==> config.mk <==
export PLATFORM = sky130hd
export DESIGN_NAME = scrollField
export DESIGN_NICKNAME = d
export VERILOG_FILES = /design/src/hdl/fieldPkg.sv /design/src/hdl/objectPkg.sv /design/src/hdl/scrollPlayerIf.sv /design/src/hdl/levelConfig.sv /design/src/hdl/scrollBank.sv /design/src/hdl/goalMonitor.sv /design/src/hdl/scrollField.sv
export VERILOG_INCLUDE_DIRS = /design/src /design/src/hdl
export SDC_FILE = /design/constraint.sdc
export NUM_CORES = 1
export LEC_CHECK = 0
export ABC_AREA = 1
export BUFFER_PORTS_ARGS = -buffer_cell sky130_fd_sc_hd__buf_2
export CAP_MARGIN = 20
export CORE_MARGIN = 5
export CORE_UTILIZATION = 50
export DETAILED_ROUTE_END_ITERATION = 16
export PLACE_DENSITY = 0.71
export SLEW_MARGIN = 30
export SYNTH_ARGS = -nofsm -noshare
export SYNTH_HDL_FRONTEND = slang
export SYNTH_HIERARCHICAL = 1
export SYNTH_SLANG_ARGS = --single-unit
==> constraint.sdc <==
create_clock -name clk -period 2.82 [get_ports clk]
set_clock_uncertainty 0.1 [all_clocks]
set_input_delay 0.141 -clock clk [delete_from_list [all_inputs] [get_ports clk]]
set_output_delay 0.141 -clock clk [all_outputs]
set_load 0.05 [all_outputs]
==> src/hdl/scroll_config.svh <==
`ifndef SCROLL_CONFIG_SVH
`define SCROLL_CONFIG_SVH

// bar and scroll geometry, in pixels
`define BAR_WIDTH       128
`define BAR_HEIGHT      12
`define BARS_PER_SCROLL 4
`define NUM_SCROLLS     6

// scroll area starts one bar width in from the screen edge
`define FIELD_LEFT      128
`define WRAP_SPAN       512
`define SCROLL_STEP     4

// goal square, always on the top row
`define GOAL_SIZE       12
`define GOAL_ROW_Y      12

`endif

==> src/hdl/fieldPkg.sv <==
`default_nettype none

`include "scroll_config.svh"

package fieldPkg;

    // screen position of the player or goal
    typedef logic [11:0] coord_t;

    // horizontal scroll offset, wraps with the 9-bit width
    typedef logic [$clog2(`WRAP_SPAN)-1:0] offset_t;

    typedef logic [$clog2(`BARS_PER_SCROLL)-1:0] barIdx_t;

    // one visible bit per scroll
    typedef logic [`NUM_SCROLLS-1:0] scrollMask_t;

endpackage

`default_nettype wire

==> src/hdl/objectPkg.sv <==
`default_nettype none

package objectPkg;

    // object colors, encoded as in the display palette
    typedef enum logic [3:0] {
        RED     = 4'd2,
        CYAN    = 4'd3,
        YELLOW  = 4'd4,
        MAGENTA = 4'd5,
        WHITE   = 4'd6,
        GREEN   = 4'd7
    } color_e;

    typedef enum logic {
        MOVE_RIGHT = 1'b0,
        MOVE_LEFT  = 1'b1
    } dir_e;

    // fixed color order of the bars in every scroll
    function automatic color_e barColor(input fieldPkg::barIdx_t idx);
        case (idx)
            2'd0:    return RED;
            2'd1:    return CYAN;
            2'd2:    return YELLOW;
            default: return MAGENTA;
        endcase
    endfunction

endpackage

`default_nettype wire

==> src/hdl/scrollPlayerIf.sv <==
`default_nettype none

interface scrollPlayerIf;

    fieldPkg::coord_t  playerHPos;
    fieldPkg::coord_t  playerVPos;
    objectPkg::color_e playerColor;
    // one-cycle move strobe
    logic              stepTick;

    modport source (
        output playerHPos, playerVPos, playerColor, stepTick
    );

    modport sink (
        input playerHPos, playerVPos, playerColor, stepTick
    );

endinterface

`default_nettype wire

==> src/hdl/levelConfig.sv <==
`default_nettype none

`include "scroll_config.svh"

module levelConfig (
    input  logic                  clk,
    input  logic                  rst,
    input  logic [2:0]            level_i,
    output fieldPkg::scrollMask_t scrollMask_o,
    output fieldPkg::coord_t      goalHPos_o
);

    localparam int levelZeroCol = 16;

    fieldPkg::scrollMask_t maskNext;
    fieldPkg::scrollMask_t scrollMaskQ;
    fieldPkg::coord_t      goalHPosQ;
    int                    goalCol;

    // ==============================
    // level table
    // ==============================
    // level L shows scrolls 0..L, unknown levels fall back to scroll 0
    always_comb begin
        case (level_i)
            3'd0: begin
                maskNext = 6'b000001;
                goalCol  = levelZeroCol;
            end
            3'd1: begin
                maskNext = 6'b000011;
                goalCol  = 8;
            end
            3'd2: begin
                maskNext = 6'b000111;
                goalCol  = 31;
            end
            3'd3: begin
                maskNext = 6'b001111;
                goalCol  = 2;
            end
            3'd4: begin
                maskNext = 6'b011111;
                goalCol  = 24;
            end
            3'd5: begin
                maskNext = 6'b111111;
                goalCol  = 28;
            end
            default: begin
                maskNext = 6'b000001;
                goalCol  = 31;
            end
        endcase
    end

    always_ff @(posedge clk) begin
        if (rst) begin
            scrollMaskQ <= 6'b000001;
            goalHPosQ   <= fieldPkg::coord_t'(`FIELD_LEFT + `GOAL_SIZE * levelZeroCol);
        end else begin
            scrollMaskQ <= maskNext;
            goalHPosQ   <= fieldPkg::coord_t'(`FIELD_LEFT + `GOAL_SIZE * goalCol);
        end
    end

    assign scrollMask_o = scrollMaskQ;
    assign goalHPos_o   = goalHPosQ;

endmodule

`default_nettype wire

==> src/hdl/scrollBank.sv <==
`default_nettype none

`include "scroll_config.svh"

module scrollBank #(
    parameter int                ROW_INDEX = 5,
    parameter objectPkg::dir_e   MOVE_DIR  = objectPkg::MOVE_RIGHT
) (
    input  logic              clk,
    input  logic              rst,
    scrollPlayerIf.sink       player,
    input  logic              visible_i,
    output fieldPkg::offset_t offset_o,
    output logic              onForeignBar_o
);

    // vertical band of this scroll row
    localparam fieldPkg::coord_t bandTop    = fieldPkg::coord_t'(`BAR_HEIGHT * ROW_INDEX);
    localparam fieldPkg::coord_t bandBottom = fieldPkg::coord_t'(`BAR_HEIGHT * (ROW_INDEX + 1));

    localparam fieldPkg::coord_t  fieldLeft  = fieldPkg::coord_t'(`FIELD_LEFT);
    localparam fieldPkg::coord_t  fieldRight = fieldPkg::coord_t'(`FIELD_LEFT + `WRAP_SPAN);
    localparam fieldPkg::offset_t stepSize   = fieldPkg::offset_t'(`SCROLL_STEP);

    fieldPkg::offset_t offsetQ;
    fieldPkg::offset_t relPos;
    fieldPkg::barIdx_t barUnder;
    logic              hInRange;
    logic              vInBand;

    // ==============================
    // motion
    // ==============================
    // keeps moving while hidden, wraps through the 9-bit width
    always_ff @(posedge clk) begin
        if (rst) begin
            offsetQ <= '0;
        end else if (player.stepTick) begin
            if (MOVE_DIR == objectPkg::MOVE_RIGHT) begin
                offsetQ <= offsetQ + stepSize;
            end else begin
                offsetQ <= offsetQ - stepSize;
            end
        end
    end

    assign offset_o = offsetQ;

    // ==============================
    // player on bar test
    // ==============================
    assign hInRange = (player.playerHPos >= fieldLeft) && (player.playerHPos < fieldRight);
    assign vInBand  = (player.playerVPos >= bandTop) && (player.playerVPos < bandBottom);

    // position inside the wrapped row, relative to the shifted bars
    assign relPos   = fieldPkg::offset_t'(player.playerHPos - fieldLeft) - offsetQ;
    assign barUnder = fieldPkg::barIdx_t'(relPos / `BAR_WIDTH);

    // matching color lets the player pass
    assign onForeignBar_o = visible_i && vInBand && hInRange
                         && (objectPkg::barColor(barUnder) != player.playerColor);

endmodule

`default_nettype wire

==> src/hdl/goalMonitor.sv <==
`default_nettype none

`include "scroll_config.svh"

module goalMonitor (
    input  logic                   clk,
    input  logic                   rst,
    scrollPlayerIf.sink            player,
    input  logic [`NUM_SCROLLS-1:0] foreignHits_i,
    input  fieldPkg::coord_t       goalHPos_i,
    output logic                   blocked_o,
    output logic                   levelComplete_o
);

    localparam fieldPkg::coord_t goalTop  = fieldPkg::coord_t'(`GOAL_ROW_Y);
    localparam fieldPkg::coord_t goalSize = fieldPkg::coord_t'(`GOAL_SIZE);

    logic onGoal;
    logic blockedQ;
    logic levelCompleteQ;

    // player inside the goal square
    assign onGoal = (player.playerHPos >= goalHPos_i)
                 && (player.playerHPos < goalHPos_i + goalSize)
                 && (player.playerVPos >= goalTop)
                 && (player.playerVPos < goalTop + goalSize);

    // ==============================
    // registered status
    // ==============================
    always_ff @(posedge clk) begin
        if (rst) begin
            blockedQ       <= 1'b0;
            levelCompleteQ <= 1'b0;
        end else begin
            // any scroll hit blocks the move
            blockedQ       <= |foreignHits_i;
            levelCompleteQ <= onGoal;
        end
    end

    assign blocked_o       = blockedQ;
    assign levelComplete_o = levelCompleteQ;

endmodule

`default_nettype wire

==> src/hdl/scrollField.sv <==
`default_nettype none

`include "scroll_config.svh"

module scrollField (
    input  logic                                    clk,
    input  logic                                    rst,
    input  logic [2:0]                              level_i,
    input  fieldPkg::coord_t                        playerHPos_i,
    input  fieldPkg::coord_t                        playerVPos_i,
    input  logic [3:0]                              playerColor_i,
    input  logic                                    stepTick_i,
    output fieldPkg::scrollMask_t                   scrollVisible_o,
    output fieldPkg::offset_t [`NUM_SCROLLS-1:0]    hOffset_o,
    output fieldPkg::coord_t                        goalHPos_o,
    output fieldPkg::coord_t                        goalVPos_o,
    output logic                                    blocked_o,
    output logic                                    levelComplete_o
);

    // screen row of each scroll, in bar heights
    localparam int scrollRow [`NUM_SCROLLS] = '{5, 10, 17, 22, 29, 34};

    logic [`NUM_SCROLLS-1:0] foreignHits;

    // ==============================
    // player bus
    // ==============================
    scrollPlayerIf playerBus ();

    assign playerBus.playerHPos  = playerHPos_i;
    assign playerBus.playerVPos  = playerVPos_i;
    assign playerBus.playerColor = objectPkg::color_e'(playerColor_i);
    assign playerBus.stepTick    = stepTick_i;

    // goal row never moves
    assign goalVPos_o = fieldPkg::coord_t'(`GOAL_ROW_Y);

    levelConfig uLevelConfig (
        .clk          (clk),
        .rst          (rst),
        .level_i      (level_i),
        .scrollMask_o (scrollVisible_o),
        .goalHPos_o   (goalHPos_o)
    );

    // ==============================
    // scrolls
    // ==============================
    // even scrolls move right, odd ones left
    for (genvar s = 0; s < `NUM_SCROLLS; s++) begin : gScroll
        scrollBank #(
            .ROW_INDEX (scrollRow[s]),
            .MOVE_DIR  ((s % 2 == 0) ? objectPkg::MOVE_RIGHT : objectPkg::MOVE_LEFT)
        ) uScrollBank (
            .clk            (clk),
            .rst            (rst),
            .player         (playerBus.sink),
            .visible_i      (scrollVisible_o[s]),
            .offset_o       (hOffset_o[s]),
            .onForeignBar_o (foreignHits[s])
        );
    end

    goalMonitor uGoalMonitor (
        .clk             (clk),
        .rst             (rst),
        .player          (playerBus.sink),
        .foreignHits_i   (foreignHits),
        .goalHPos_i      (goalHPos_o),
        .blocked_o       (blocked_o),
        .levelComplete_o (levelComplete_o)
    );

endmodule

`default_nettype wire

; ---- Word-level counts from Yosys, hierarchy flattened
; Cells that the tools add are included.
[word_totals]
register_bits = 74
input_bits = 34
output_inout_bits = 86
elab_cells = 111
[classes]
addsub = 15
multipliers = 1
n_lt_le_gt_ge = 18
n_eq_ne = 23
muxes = 8
n_reduce_logical = 36
[ops]
columns = cell, n
row1 = 3-bit one-hot mux with 3 select lines, 6
row2 = 9-bit subtractor, 6
row3 = 12-bit by 9-bit >= comparator with 1-bit output (second input constant), 3
row4 = 12-bit by 9-bit < comparator with 1-bit output (second input constant), 3
row5 = 6-bit one-hot mux with 5 select lines, 1
row6 = 1-bit logical AND, 28
row7 = 9-bit by 3-bit adder with 9-bit output (second input constant), 3
row8 = 9-bit by 3-bit subtractor with 9-bit output (second input constant), 3
row9 = 5-bit one-hot mux with 5 select lines, 1
row10 = 12-bit by 8-bit >= comparator with 1-bit output (second input constant), 2
row11 = 12-bit by 8-bit < comparator with 1-bit output (second input constant), 2
row12 = 3-bit by 4-bit != test with 1-bit output, 6
row13 = 12-bit by 4-bit adder with 12-bit output (second input constant), 1
row14 = 9-bit by 12-bit adder with 12-bit output (first input constant), 1
row15 = 2-bit by 1-bit == test with 1-bit output (second input constant), 6
row16 = 2-bit == test (second input constant), 6
row17 = 12-bit >= comparator, 1
row18 = 12-bit by 4-bit >= comparator with 1-bit output (second input constant), 1
row19 = 12-bit by 6-bit >= comparator with 1-bit output (second input constant), 1
row20 = 12-bit by 7-bit >= comparator with 1-bit output (second input constant), 1
row21 = 2-bit zero test, 6
row22 = 12-bit by 10-bit < comparator with 1-bit output (second input constant), 1
row23 = 12-bit < comparator, 1
row24 = 12-bit by 5-bit < comparator with 1-bit output (second input constant), 1
row25 = 8 further kinds, 10

; ---- Logic depth before layout (Yosys ltp)
; Gate-level depths: netlist of run 1.
[logic_depth]
word_depth = 7
mapped_depth = 17
ltp_nobuf = 17

; ---- Modules after synthesis
; Netlist of run 1, hierarchy kept.
[by_module_without_submodules]
columns = module, instances, cells_per_inst, area_each_um2, seq_area_each_um2
row1 = goalMonitor, 1, 129, 835.8, 40.0
row2 = scrollBank (gScroll[1].uScrollBank), 1, 122, 824.5, 140.1
row3 = scrollBank (gScroll[0].uScrollBank), 1, 122, 812.0, 140.1
row4 = scrollBank (gScroll[4].uScrollBank), 1, 121, 785.8, 140.1
row5 = scrollBank (gScroll[5].uScrollBank), 1, 120, 785.8, 140.1
row6 = scrollBank (gScroll[2].uScrollBank), 1, 122, 783.3, 140.1
row7 = scrollBank (gScroll[3].uScrollBank), 1, 117, 763.2, 140.1
row8 = levelConfig, 1, 75, 638.1, 260.2
row9 = scrollField, 1, 14, 97.6, 0.0

; ---- Worst setup path after synthesis of run 1
; No wires, ideal clock.
[synth_path]
kind = reg-to-reg
startpoint = reg gScroll[1].uScrollBank.offsetQ[4]
endpoint = reg uGoalMonitor.blockedQ (netlist: uGoalMonitor/blocked_o)
setup_time_ps = 108
t_arrival_ps = 2427
required_time_ps = 2612
path_slack_ps = 184
path_stages_with_launch = 15
path_buffers = 0
period_less_slack_ps = 2636
cell_sequence = dfxtp_1 -> inv_1 -> ha_1 -> ha_1 -> nand2_1 -> inv_1 -> o21bai_1 -> nand3_1 -> nand2_1 -> nand2_1 -> nor2_1 -> a21oi_2 -> nor4_1 -> a21o_1 -> inv_1
[synth_via]
elab_chain_len = 6
word_cells_on_any_way = 8
classes_between = add/sub (1) / eq/ne (3) / mux (1) / reduce/logical (3)
[synth_lines]
columns = element, line_no
row1 = from (decl), scrollBank.sv:25  ; fieldPkg::offset_t offsetQ;
row2 = from (signal assigned), scrollBank.sv:40  ; offsetQ <= offsetQ + stepSize;
row3 = from (signal assigned), scrollBank.sv:42  ; offsetQ <= offsetQ - stepSize;
row4 = 9-bit subtractor (*), scrollBank.sv:56  ; assign relPos = fieldPkg::offset_t'(player.playerHPos - fieldLeft) - offsetQ;
row5 = 2-bit == test (tied with other cells), objectPkg.sv:22  ; case (idx)
row6 = 3-bit one-hot mux with 3 select lines (*), objectPkg.sv:22
row7 = 3-bit by 4-bit != test with 1-bit output (*), scrollBank.sv:61  ; && (objectPkg::barColor(barUnder) != player.playerColor);
row8 = 1-bit logical AND (*), scrollBank.sv:61
row9 = net foreignHits[1], scrollField.sv:24  ; logic [`NUM_SCROLLS-1:0] foreignHits;
row10 = 6-bit OR reduction (*), goalMonitor.sv:37  ; blockedQ <= |foreignHits_i;
row11 = to (signal assigned), goalMonitor.sv:37
row12 = to (decl), goalMonitor.sv:19  ; logic blockedQ;
; The timed path passes the listed nets; every way through them passes the cells marked *.
; A chain may end at the register's enable or synchronous reset.

; ---- Worst setup path in the final report of run 1
; Same ends and word-level chain as after synthesis.

==> run summary, run 1 <==
Synth area leaders: ha_1, dfxtp_1, nand2_1, inv_1, nand3_1
Place WS: 0.312 ns
Clock sinks: 57
Hold Slack: 0.0300 ns
DIE AREA: 15000 µm²
Total CTS buffers: 9
Hold-fix buffers at CTS: 0
Post-Synthesis Cell Area: 6330 µm²
Post_cts resized: 0
VDD IR max: 0.237 mV
Pint: 2.09 mW
Combinational power share: 0.376
Syn-to-layout area delta: 13.8%
Number of distinct library cells after synthesis: 39
Multi-input gate area: 4380 µm²
Run status: finished, final reports clean
Post-CTS Setup Bufs: 0
Clock share of power: 0.358
Critical-path cell list: inv_1 > ha_1 > ha_1 > nand2_1 > inv_1 > o21bai_1 > nand3_1 > nand2_1 > nand2_1 > nor2_1 > a21oi_2 > nor4_1 > a21o_1 > inv_1
Number of global-route vias before repair: 5245
Worst slew pin tran: 0.626 ns
Core ar.: 12500 µm²
Crit. End Element: flop
Final Slew Violations: 0
Ports: 120
Post-synthesis sequential area ratio: 0.180
Drt via density: 4.81
Slew headroom: 0.582
H-tree levels: 3
Initial DRC count: 213
Worst Path Required: 2.96 ns
WP buf/inv: 3
Setup TNS: 0 ns
Largest net degree at the start of global routing: 34
Antenna-violating nets left: 0
CP max-delay cell: dfxtp_1
Die height: 122 µm
Initial core utilization: 0.505
Crit-path max cell delay: 0.42 ns
Worst Path Max Fanout: 5
LEAKAGE: 3.85 nW
Sequential share of power: 0.266
Gr usage total: 0.196
Max Cap Viol: 0
Synthesized flop and latch total: 57
Final Power: 3.43 mW
Yosys warnings: 6
Clock-pin slew on the worst setup and hold paths: 0.06 ns
Initial antenna violation count: 0
Post-DP HPWL: 11200 µm
Post-Syn Area per Cell: 6.72 µm²
Die X-Extent: 122 µm
RSZ-0062 raised after global routing: false
Row count: 41
Remaining DRCs: 0
Clk Latency, worst-skew pair: 0.33 ns
Ys async rst share: 0
Family with the most delay on the worst path: simple AND/OR/NAND/NOR gates
Top cell type's share of synthesized area: 0.212
Pre-antenna DRT Iters: 4
Count leader, synth: nand2_1
Buffers added on ports: 88
Commonest cells post-synth: nand2_1, inv_1, ha_1
Net Sw Frac: 0.390
Startpoint types: flop
Final core occ: 0.575
Final setup fails: 0
Post-synth top area cell: ha_1
Total number of vias: 5832
RePlAce Congestion: 0.866
Register area: 1140 µm²
Ant. Diodes: 0
Final setup margin: 0.306 ns
CTS tree: built
Final Hold Viols: 0
Switching Power: 1.34 mW
P per Cell Area: 476 nW/µm²
Share of post-route cells with drive strength above 1: 0.181
First-pass GRT wire length: 23600 µm
EDFF count, synth: 0
Post-Syn Instances: 942
Worst Path Class, Setup: reg2reg
Buffers from clock root to sink, at most: 2
Root buffer cell: clkbuf_16
Grt ovf: 0
Hold crit path type: in2reg
WL/cell: 11.8 µm
Period utilization: 0.892
Fillers: 1265
Ys flop type: dfxtp_1
WP data arrival: 2.65 ns
Nets: 1177
FMAX: 0.398 GHz
Total Routed Length: 14400 µm
Tmin final: 2.51 ns
[final cells by class]
cell class,count,area share
Multi-Input combinational cell,699,0.608
Tap cell,172,0.0299
Timing Repair Buffer,93,0.0664
Clock inverter,5,0.0108
Inverter,175,0.0912
Clock buffer,11,0.0351
Sequential cell,57,0.158
[worst min-delay path, stage by stage]
cell and delay [ns]:
buf_2 0.13, nand2_4 0.11, nor2_1 0.04
[flip-flops by register name, indices dropped and copies added (netlist names)]
name,cells
gScroll.uScrollBank/offset_o,42
uGoalMonitor/blocked_o,1
uGoalMonitor/levelComplete_o,1
uLevelConfig/goalHPos_o,8
uLevelConfig/scrollMask_o,5
[final timing paths]
kind	startpoint	end	slack, ns	cells past startpoint
setup reg to reg	gScroll[1].uScrollBank/offset_o[4]	uGoalMonitor/blocked_o	0.31	14
hold reg to reg	gScroll[3].uScrollBank/offset_o[6]	gScroll[3].uScrollBank/offset_o[6]	0.38	1
setup / recovery	gScroll[1].uScrollBank/offset_o[4]	uGoalMonitor/blocked_o	0.31	14
hold / removal	level_i[1]	uLevelConfig/goalHPos_o[2]	0.03	3
[cells by family after synthesis]
family,after synthesis,synth area share
other,10,0.00593
AND/OR/NAND/NOR,442,0.340
XOR/XNOR,20,0.0277
buffers and inverters,205,0.139
flip-flops,57,0.180
AO/OA/AOI/OAI,100,0.0922
adder cells (fa/ha/maj),108,0.215
[stage by stage]
stage	instances	cell area (µm²)
floorplan	961	6400
global placement	1196	6870
detailed placement	1196	6870
CTS	1212	7200
global route	1212	7200
finish	1212	7200
[metal layers]
metal / vias up / GRT usage / wire length, µm
li1: 3172 / - / -
met1: 2540 / 0.249 / 6880
met2: 96 / 0.329 / 6530
met3: 24 / 0.0396 / 608
met4: 0 / 0.0679 / 333
met5: - / 0 / 0
[power by group through the flow]
stage          registers, mW  logic, mW  clock network, mW
6_report               0.911       1.29               1.23
5_1_grt                0.920       1.47               1.29
4_1_cts                0.911       1.30               1.26
3_5_place_dp           0.928       1.29                  0
3_3_place_gp           0.927       1.27                  0
2_1_floorplan           1.10      0.851                  0
[cell usage in the layout, fill, tap and decap left out, drive strengths merged, types with 14 or more instances in the layout]
| cell type | count |
|---|---|
| xor2 | 14 |
| buf | 93 |
| dfxtp | 57 |
| nor3 | 30 |
| inv | 175 |
| nand2 | 214 |
| nand3 | 63 |
| ha | 107 |
| o21ai | 25 |
| nor2 | 80 |
| a21oi | 63 |
| nor3b | 19 |
| nand4 | 14 |
| conb | 29 |
(Power assumes the default switching activity.)
==> inputs of run 2 (changes only) <==
Settings changed: REMOVE_ABC_BUFFERS set to 1.
==> run 2 against run 1 <==
  * Register-to-register slack worse by 0.10 ns
  * Sequential cell count unchanged
  * Wire length down 1.8%
  * Cell count about the same
  * Sequential power about the same
  * Global-route usage up 0.18 points
  * Final area down 0.43%
  * Worst hold slack about the same
  * Critical path type unchanged
  * Critical endpoint unchanged
  * Largest power group unchanged
==> run summary, run 2 (synthesized netlist as in run 1, its figures left out) <==
Post-DP HPWL: 11100 µm
Final Hold Viols: 0
Largest net degree at the start of global routing: 34
Final core occ: 0.573
Final Non-Filler Cells: 1211
Sequential share of power: 0.273
CTS tree: built
Post-route cell area: 7170 µm²
Buffers added on ports: 88
Share of post-route cells with drive strength above 1: 0.180
Worst Path Max Fanout: 5
Worst Reg-to-Reg Cells: 14
Total CTS buffers: 9
Reg2reg setup slack: 0.20 ns
WL/cell: 11.6 µm
Ports: 120
Most frequent cells in the layout: nand2_1, inv_1, ha_1
Reg2reg start: gScroll[1].uScrollBank/offset_o[4]
VDD IR max: 0.311 mV
Die X-Extent: 122 µm
Drt via density: 4.81
Max FFs per register: 42
WP data arrival: 2.76 ns
Setup TNS: 0 ns
Worst Path Required: 2.97 ns
Gr usage total: 0.197
Net Sw Frac: 0.400
Crit-path max cell delay: 0.42 ns
Post-CTS Setup Bufs: 0
Placed cells: 1195
Total number of vias: 5826
Initial DRC count: 250
Row count: 41
Switching Power: 1.33 mW
Final Slew Violations: 0
Leading cell type in the layout, fill and taps excluded: nand2_1
Nets: 1176
Clock-pin slew on the worst setup and hold paths: 0.06 ns
FMAX: 0.382 GHz
DIE AREA: 15000 µm²
P per Cell Area: 466 nW/µm²
First-pass GRT wire length: 23700 µm
Period utilization: 0.928
Total Routed Length: 14100 µm
CP max-delay cell: dfxtp_1
H-tree levels: 3
Remaining DRCs: 0
Initial antenna violation count: 0
Hold path endpoint: uLevelConfig/goalHPos_o[2]
Clock sinks: 57
Post_cts resized: 0
Buffers from clock root to sink, at most: 2
Ant. Diodes: 0
Hold-fix buffers at CTS: 0
Max Cap Viol: 0
Tmin final: 2.62 ns
Hold crit path type: in2reg
Clock share of power: 0.339
Clk Latency, worst-skew pair: 0.34 ns
Hold_sp: level_i[1]
Syn-to-layout area delta: 13.3%
RSZ-0062 raised after global routing: false
Final setup fails: 0
Antenna-violating nets left: 0
Worst slew pin tran: 0.767 ns
RePlAce Congestion: 0.891
Post-Place Cell Area: 6860 µm²
Reg2reg end: uGoalMonitor/blocked_o
Critical-path cell list: inv_1 > ha_1 > ha_1 > nand2_1 > inv_1 > o21bai_1 > nand3_1 > nand2_1 > nand2_1 > nor2_1 > a21oi_2 > nor4_1 > a21o_1 > inv_1
Core ar.: 12500 µm²
Slew headroom: 0.489
Pint: 2.00 mW
Hold Path Cell Cnt: 3
Root buffer cell: clkbuf_16
LEAKAGE: 3.84 nW
Worst Path Class, Setup: reg2reg
Startpoint types: flop
Grt ovf: 0
Run status: finished, final reports clean
Initial core utilization: 0.505
Crit. End Element: flop
Number of global-route vias before repair: 5388
Combinational power share: 0.387
Die height: 122 µm
Pre-antenna DRT Iters: 6
## run 2: cell types whose count changed in the layout (fill, tap and decap cells not counted)
cell	previous run	this run
bufinv_16	2	1
clkinv_2	2	3
clkinv_4	0	1
buf_4	5	4
clkinvlp_4	1	0
## run 2: area by class of cell
type	count	area [µm²]
clock buffer	11	253
clock inverter	5	53.8
multi-input combinational	699	4380
sequential	57	1140
fill	1262	5350
timing repair buffer	92	470
inverter	175	657
tap	172	215
## run 2: worst max-delay path: cells and delay by family (launching register included)
kind / cells / cell delay [ns]
compound gates: 3 / 0.39
fa+ha+maj: 2 / 0.63
buf+inv: 3 / 0.19
flops: 1 / 0.42
simple gates: 6 / 0.79
## run 2: layer usage
layer / global-route usage / up-vias / share of wire
met2: 0.333 / 115 / 0.45
met3: 0.0378 / 26 / 0.037
li1: - / 3172 / -
met4: 0.0735 / 0 / 0.023
met5: 0 / - / 0
met1: 0.250 / 2513 / 0.48
## run 2: worst max path at each step
stage | from | endpoint
after floorplan | gScroll[1].uScrollBank/offset_o[4] | uGoalMonitor/blocked_o
after global placement | gScroll[1].uScrollBank/offset_o[4] | uGoalMonitor/blocked_o
after detailed placement | gScroll[1].uScrollBank/offset_o[4] | uGoalMonitor/blocked_o
after CTS | gScroll[1].uScrollBank/offset_o[4] | uGoalMonitor/blocked_o
after global routing | gScroll[1].uScrollBank/offset_o[4] | uGoalMonitor/blocked_o
final | gScroll[1].uScrollBank/offset_o[4] | uGoalMonitor/blocked_o
## run 2: power groups by stage
stage / logic [mW] / clock network [mW] / registers (mW)
floorplan: 0.818 / 0 / 1.10
global placement: 1.27 / 0 / 0.927
detailed placement: 1.29 / 0 / 0.928
CTS: 1.30 / 1.16 / 0.911
global route: 1.48 / 1.19 / 0.919
finish: 1.29 / 1.13 / 0.911
## run 2: metrics by stage
step / total power, mW / worst slack (ns) / hold slack (ns)
2_1_floorplan: 1.92 / 0.184 / 0.103
3_3_place_gp: 2.20 / 0.331 / 0.352
3_5_place_dp: 2.22 / 0.334 / 0.360
4_1_cts: 3.37 / 0.251 / 0.0221
5_1_grt: 3.59 / 0.0458 / 0.0418
6_report: 3.34 / 0.204 / 0.0304
==> inputs of run 3 (changes only) <==
Settings changed: CTS_BUF_LIST set to sky130_fd_sc_hd__clkbuf_4.
==> run 3 against run 2 <==
  * Sequential cell count unchanged
  * Total power decreased by 16%
  * Worst hold slack improved by 0.043 ns
  * Largest cell class unchanged
  * Global-route usage increased by 0.077 points
  * Critical path depth unchanged
  * Clock-buffer cell count decreased by 2
  * Sequential power about the same
==> run summary, run 3 (synthesized netlist as in run 1, its figures left out) <==
Setup TNS: 0 ns
Worst Path Required: 3.09 ns
Buffers added on ports: 88
Final Slew Violations: 0
Grt ovf: 0
Row count: 41
Clock sinks: 57
Most frequent cells in the layout: nand2_1, inv_1, ha_1
Remaining DRCs: 0
WL/cell: 11.6 µm
Nets: 1181
Sequential share of power: 0.323
WP data arrival: 2.77 ns
Gr usage total: 0.198
Tmin final: 2.50 ns
Final Non-Filler Cells: 1217
First-pass GRT wire length: 23800 µm
Core ar.: 12500 µm²
Worst Path Max Fanout: 5
Clk Latency, worst-skew pair: 0.45 ns
Root buffer cell: clkbuf_4
Hold crit path type: in2reg
Pint: 1.54 mW
Initial core utilization: 0.505
LEAKAGE: 3.78 nW
Buffers from clock root to sink, at most: 2
Initial DRC count: 226
Switching Power: 1.28 mW
Clock share of power: 0.217
Final setup fails: 0
DIE AREA: 15000 µm²
Period utilization: 0.887
Post_cts resized: 0
Combinational power share: 0.460
Total Routed Length: 14200 µm
Worst Path Class, Setup: reg2reg
VDD IR max: 0.234 mV
Placed cells: 1195
P per Cell Area: 400 nW/µm²
RSZ-0062 raised after global routing: false
Ports: 120
Run status: finished, final reports clean
H-tree levels: 3
Slew headroom: 0.485
Startpoint types: flop
RePlAce Congestion: 0.891
Syn-to-layout area delta: 11.3%
FMAX: 0.400 GHz
Pre-antenna DRT Iters: 4
Leading cell type in the layout, fill and taps excluded: nand2_1
Max FFs per register: 42
Clock-pin slew on the worst setup and hold paths: 0.12 ns
Die height: 122 µm
Post-DP HPWL: 11100 µm
Crit. End Element: flop
Share of post-route cells with drive strength above 1: 0.177
Max Cap Viol: 0
Final Hold Viols: 0
Fillers: 1280
Total CTS buffers: 9
Initial antenna violation count: 1
CTS tree: built
Net Sw Frac: 0.454
Largest net degree at the start of global routing: 34
Number of global-route vias before repair: 5376
Total number of vias: 5825
Antenna-violating nets left: 0
Die X-Extent: 122 µm
Worst slew pin tran: 0.773 ns
Drt via density: 4.79
[run 3: changes by cell type in the layout (fill, tap and decap cells not counted)]
cell,change
clkbuf_16,-9
clkbuf_4,+9
clkbuf_8,-2
clkinv_1,+2
diode_2,+1
dlygate4sd3_1,+5
[run 3: worst paths after layout]
| check | start | to | depth (start not counted) | slack, ns |
|---|---|---|---|---|
| setup / recovery | gScroll[1].uScrollBank/offset_o[4] | uGoalMonitor/blocked_o | 14 | 0.32 |
| hold / removal | playerVPos_i[9] | uGoalMonitor/levelComplete_o | 6 | 0.07 |
| setup reg to reg | gScroll[1].uScrollBank/offset_o[4] | uGoalMonitor/blocked_o | 14 | 0.32 |
| hold reg to reg | gScroll[1].uScrollBank/offset_o[6] | gScroll[1].uScrollBank/offset_o[6] | 1 | 0.38 |
[run 3: what timing repair did]
item | CTS | global route
hold endpoints to repair | 5 | 0
hold buffers | 5 | 0
buffers inserted | 0 | 0
endpoints found under the setup margin | 0 | 0
[run 3: critical path, cell delays in order (launching register included)]
cell and delay (ns):
dfxtp_1 0.44, inv_1 0.10, ha_1 0.28, ha_1 0.33, nand2_1 0.09, inv_1 0.04
o21bai_1 0.16, nand3_1 0.09, nand2_1 0.07, nand2_1 0.05, nor2_1 0.12, a21oi_2 0.07
nor4_1 0.30, a21o_1 0.15, inv_1 0.03
[run 3: layout make-up]
| cell class | count | area (µm²) | area share |
|---|---|---|---|
| flip-flops and latches | 57 | 1140 | 0.162 |
| clock inverters | 7 | 61.3 | 0.00870 |
| multi-input cells | 699 | 4380 | 0.622 |
| inverters | 175 | 657 | 0.0933 |
| clock buffers | 9 | 67.6 | 0.00959 |
| repair buffers | 97 | 520 | 0.0739 |
| well taps | 172 | 215 | 0.0306 |
| diodes | 1 | 2.50 | 0.000355 |
[run 3: per-stage QoR]
stage / hold WS [ns] / util / cell area, µm² / setup WS [ns] / power, mW
2_1_floorplan: 0.103 / - / 6180 / 0.184 / 1.92
3_3_place_gp: 0.352 / 0.548 / 6860 / 0.331 / 2.20
3_5_place_dp: 0.360 / 0.548 / 6860 / 0.334 / 2.22
4_1_cts: 0.0274 / 0.562 / 7040 / 0.287 / 2.85
5_1_grt: 0.0762 / 0.563 / 7040 / 0.0692 / 3.07
6_report: 0.0737 / 0.563 / 7040 / 0.317 / 2.82
[run 3: power by group through the flow]
stage                     logic (mW)  clock network, mW  registers [mW]
final                           1.30              0.612           0.909
after global routing            1.48              0.670           0.918
after CTS                       1.30              0.636           0.910
after detailed placement        1.29                  0           0.928
after global placement          1.27                  0           0.927
after floorplan                0.818                  0            1.10
[run 3: metal layers]
| metal | share of wire | up-vias | track usage |
|---|---|---|---|
| li1 | - | 3183 | - |
| met1 | 0.46 | 2513 | 0.252 |
| met2 | 0.46 | 111 | 0.333 |
| met3 | 0.062 | 18 | 0.0433 |
| met4 | 0.019 | 0 | 0.0644 |
| met5 | 0 | - | 0 |
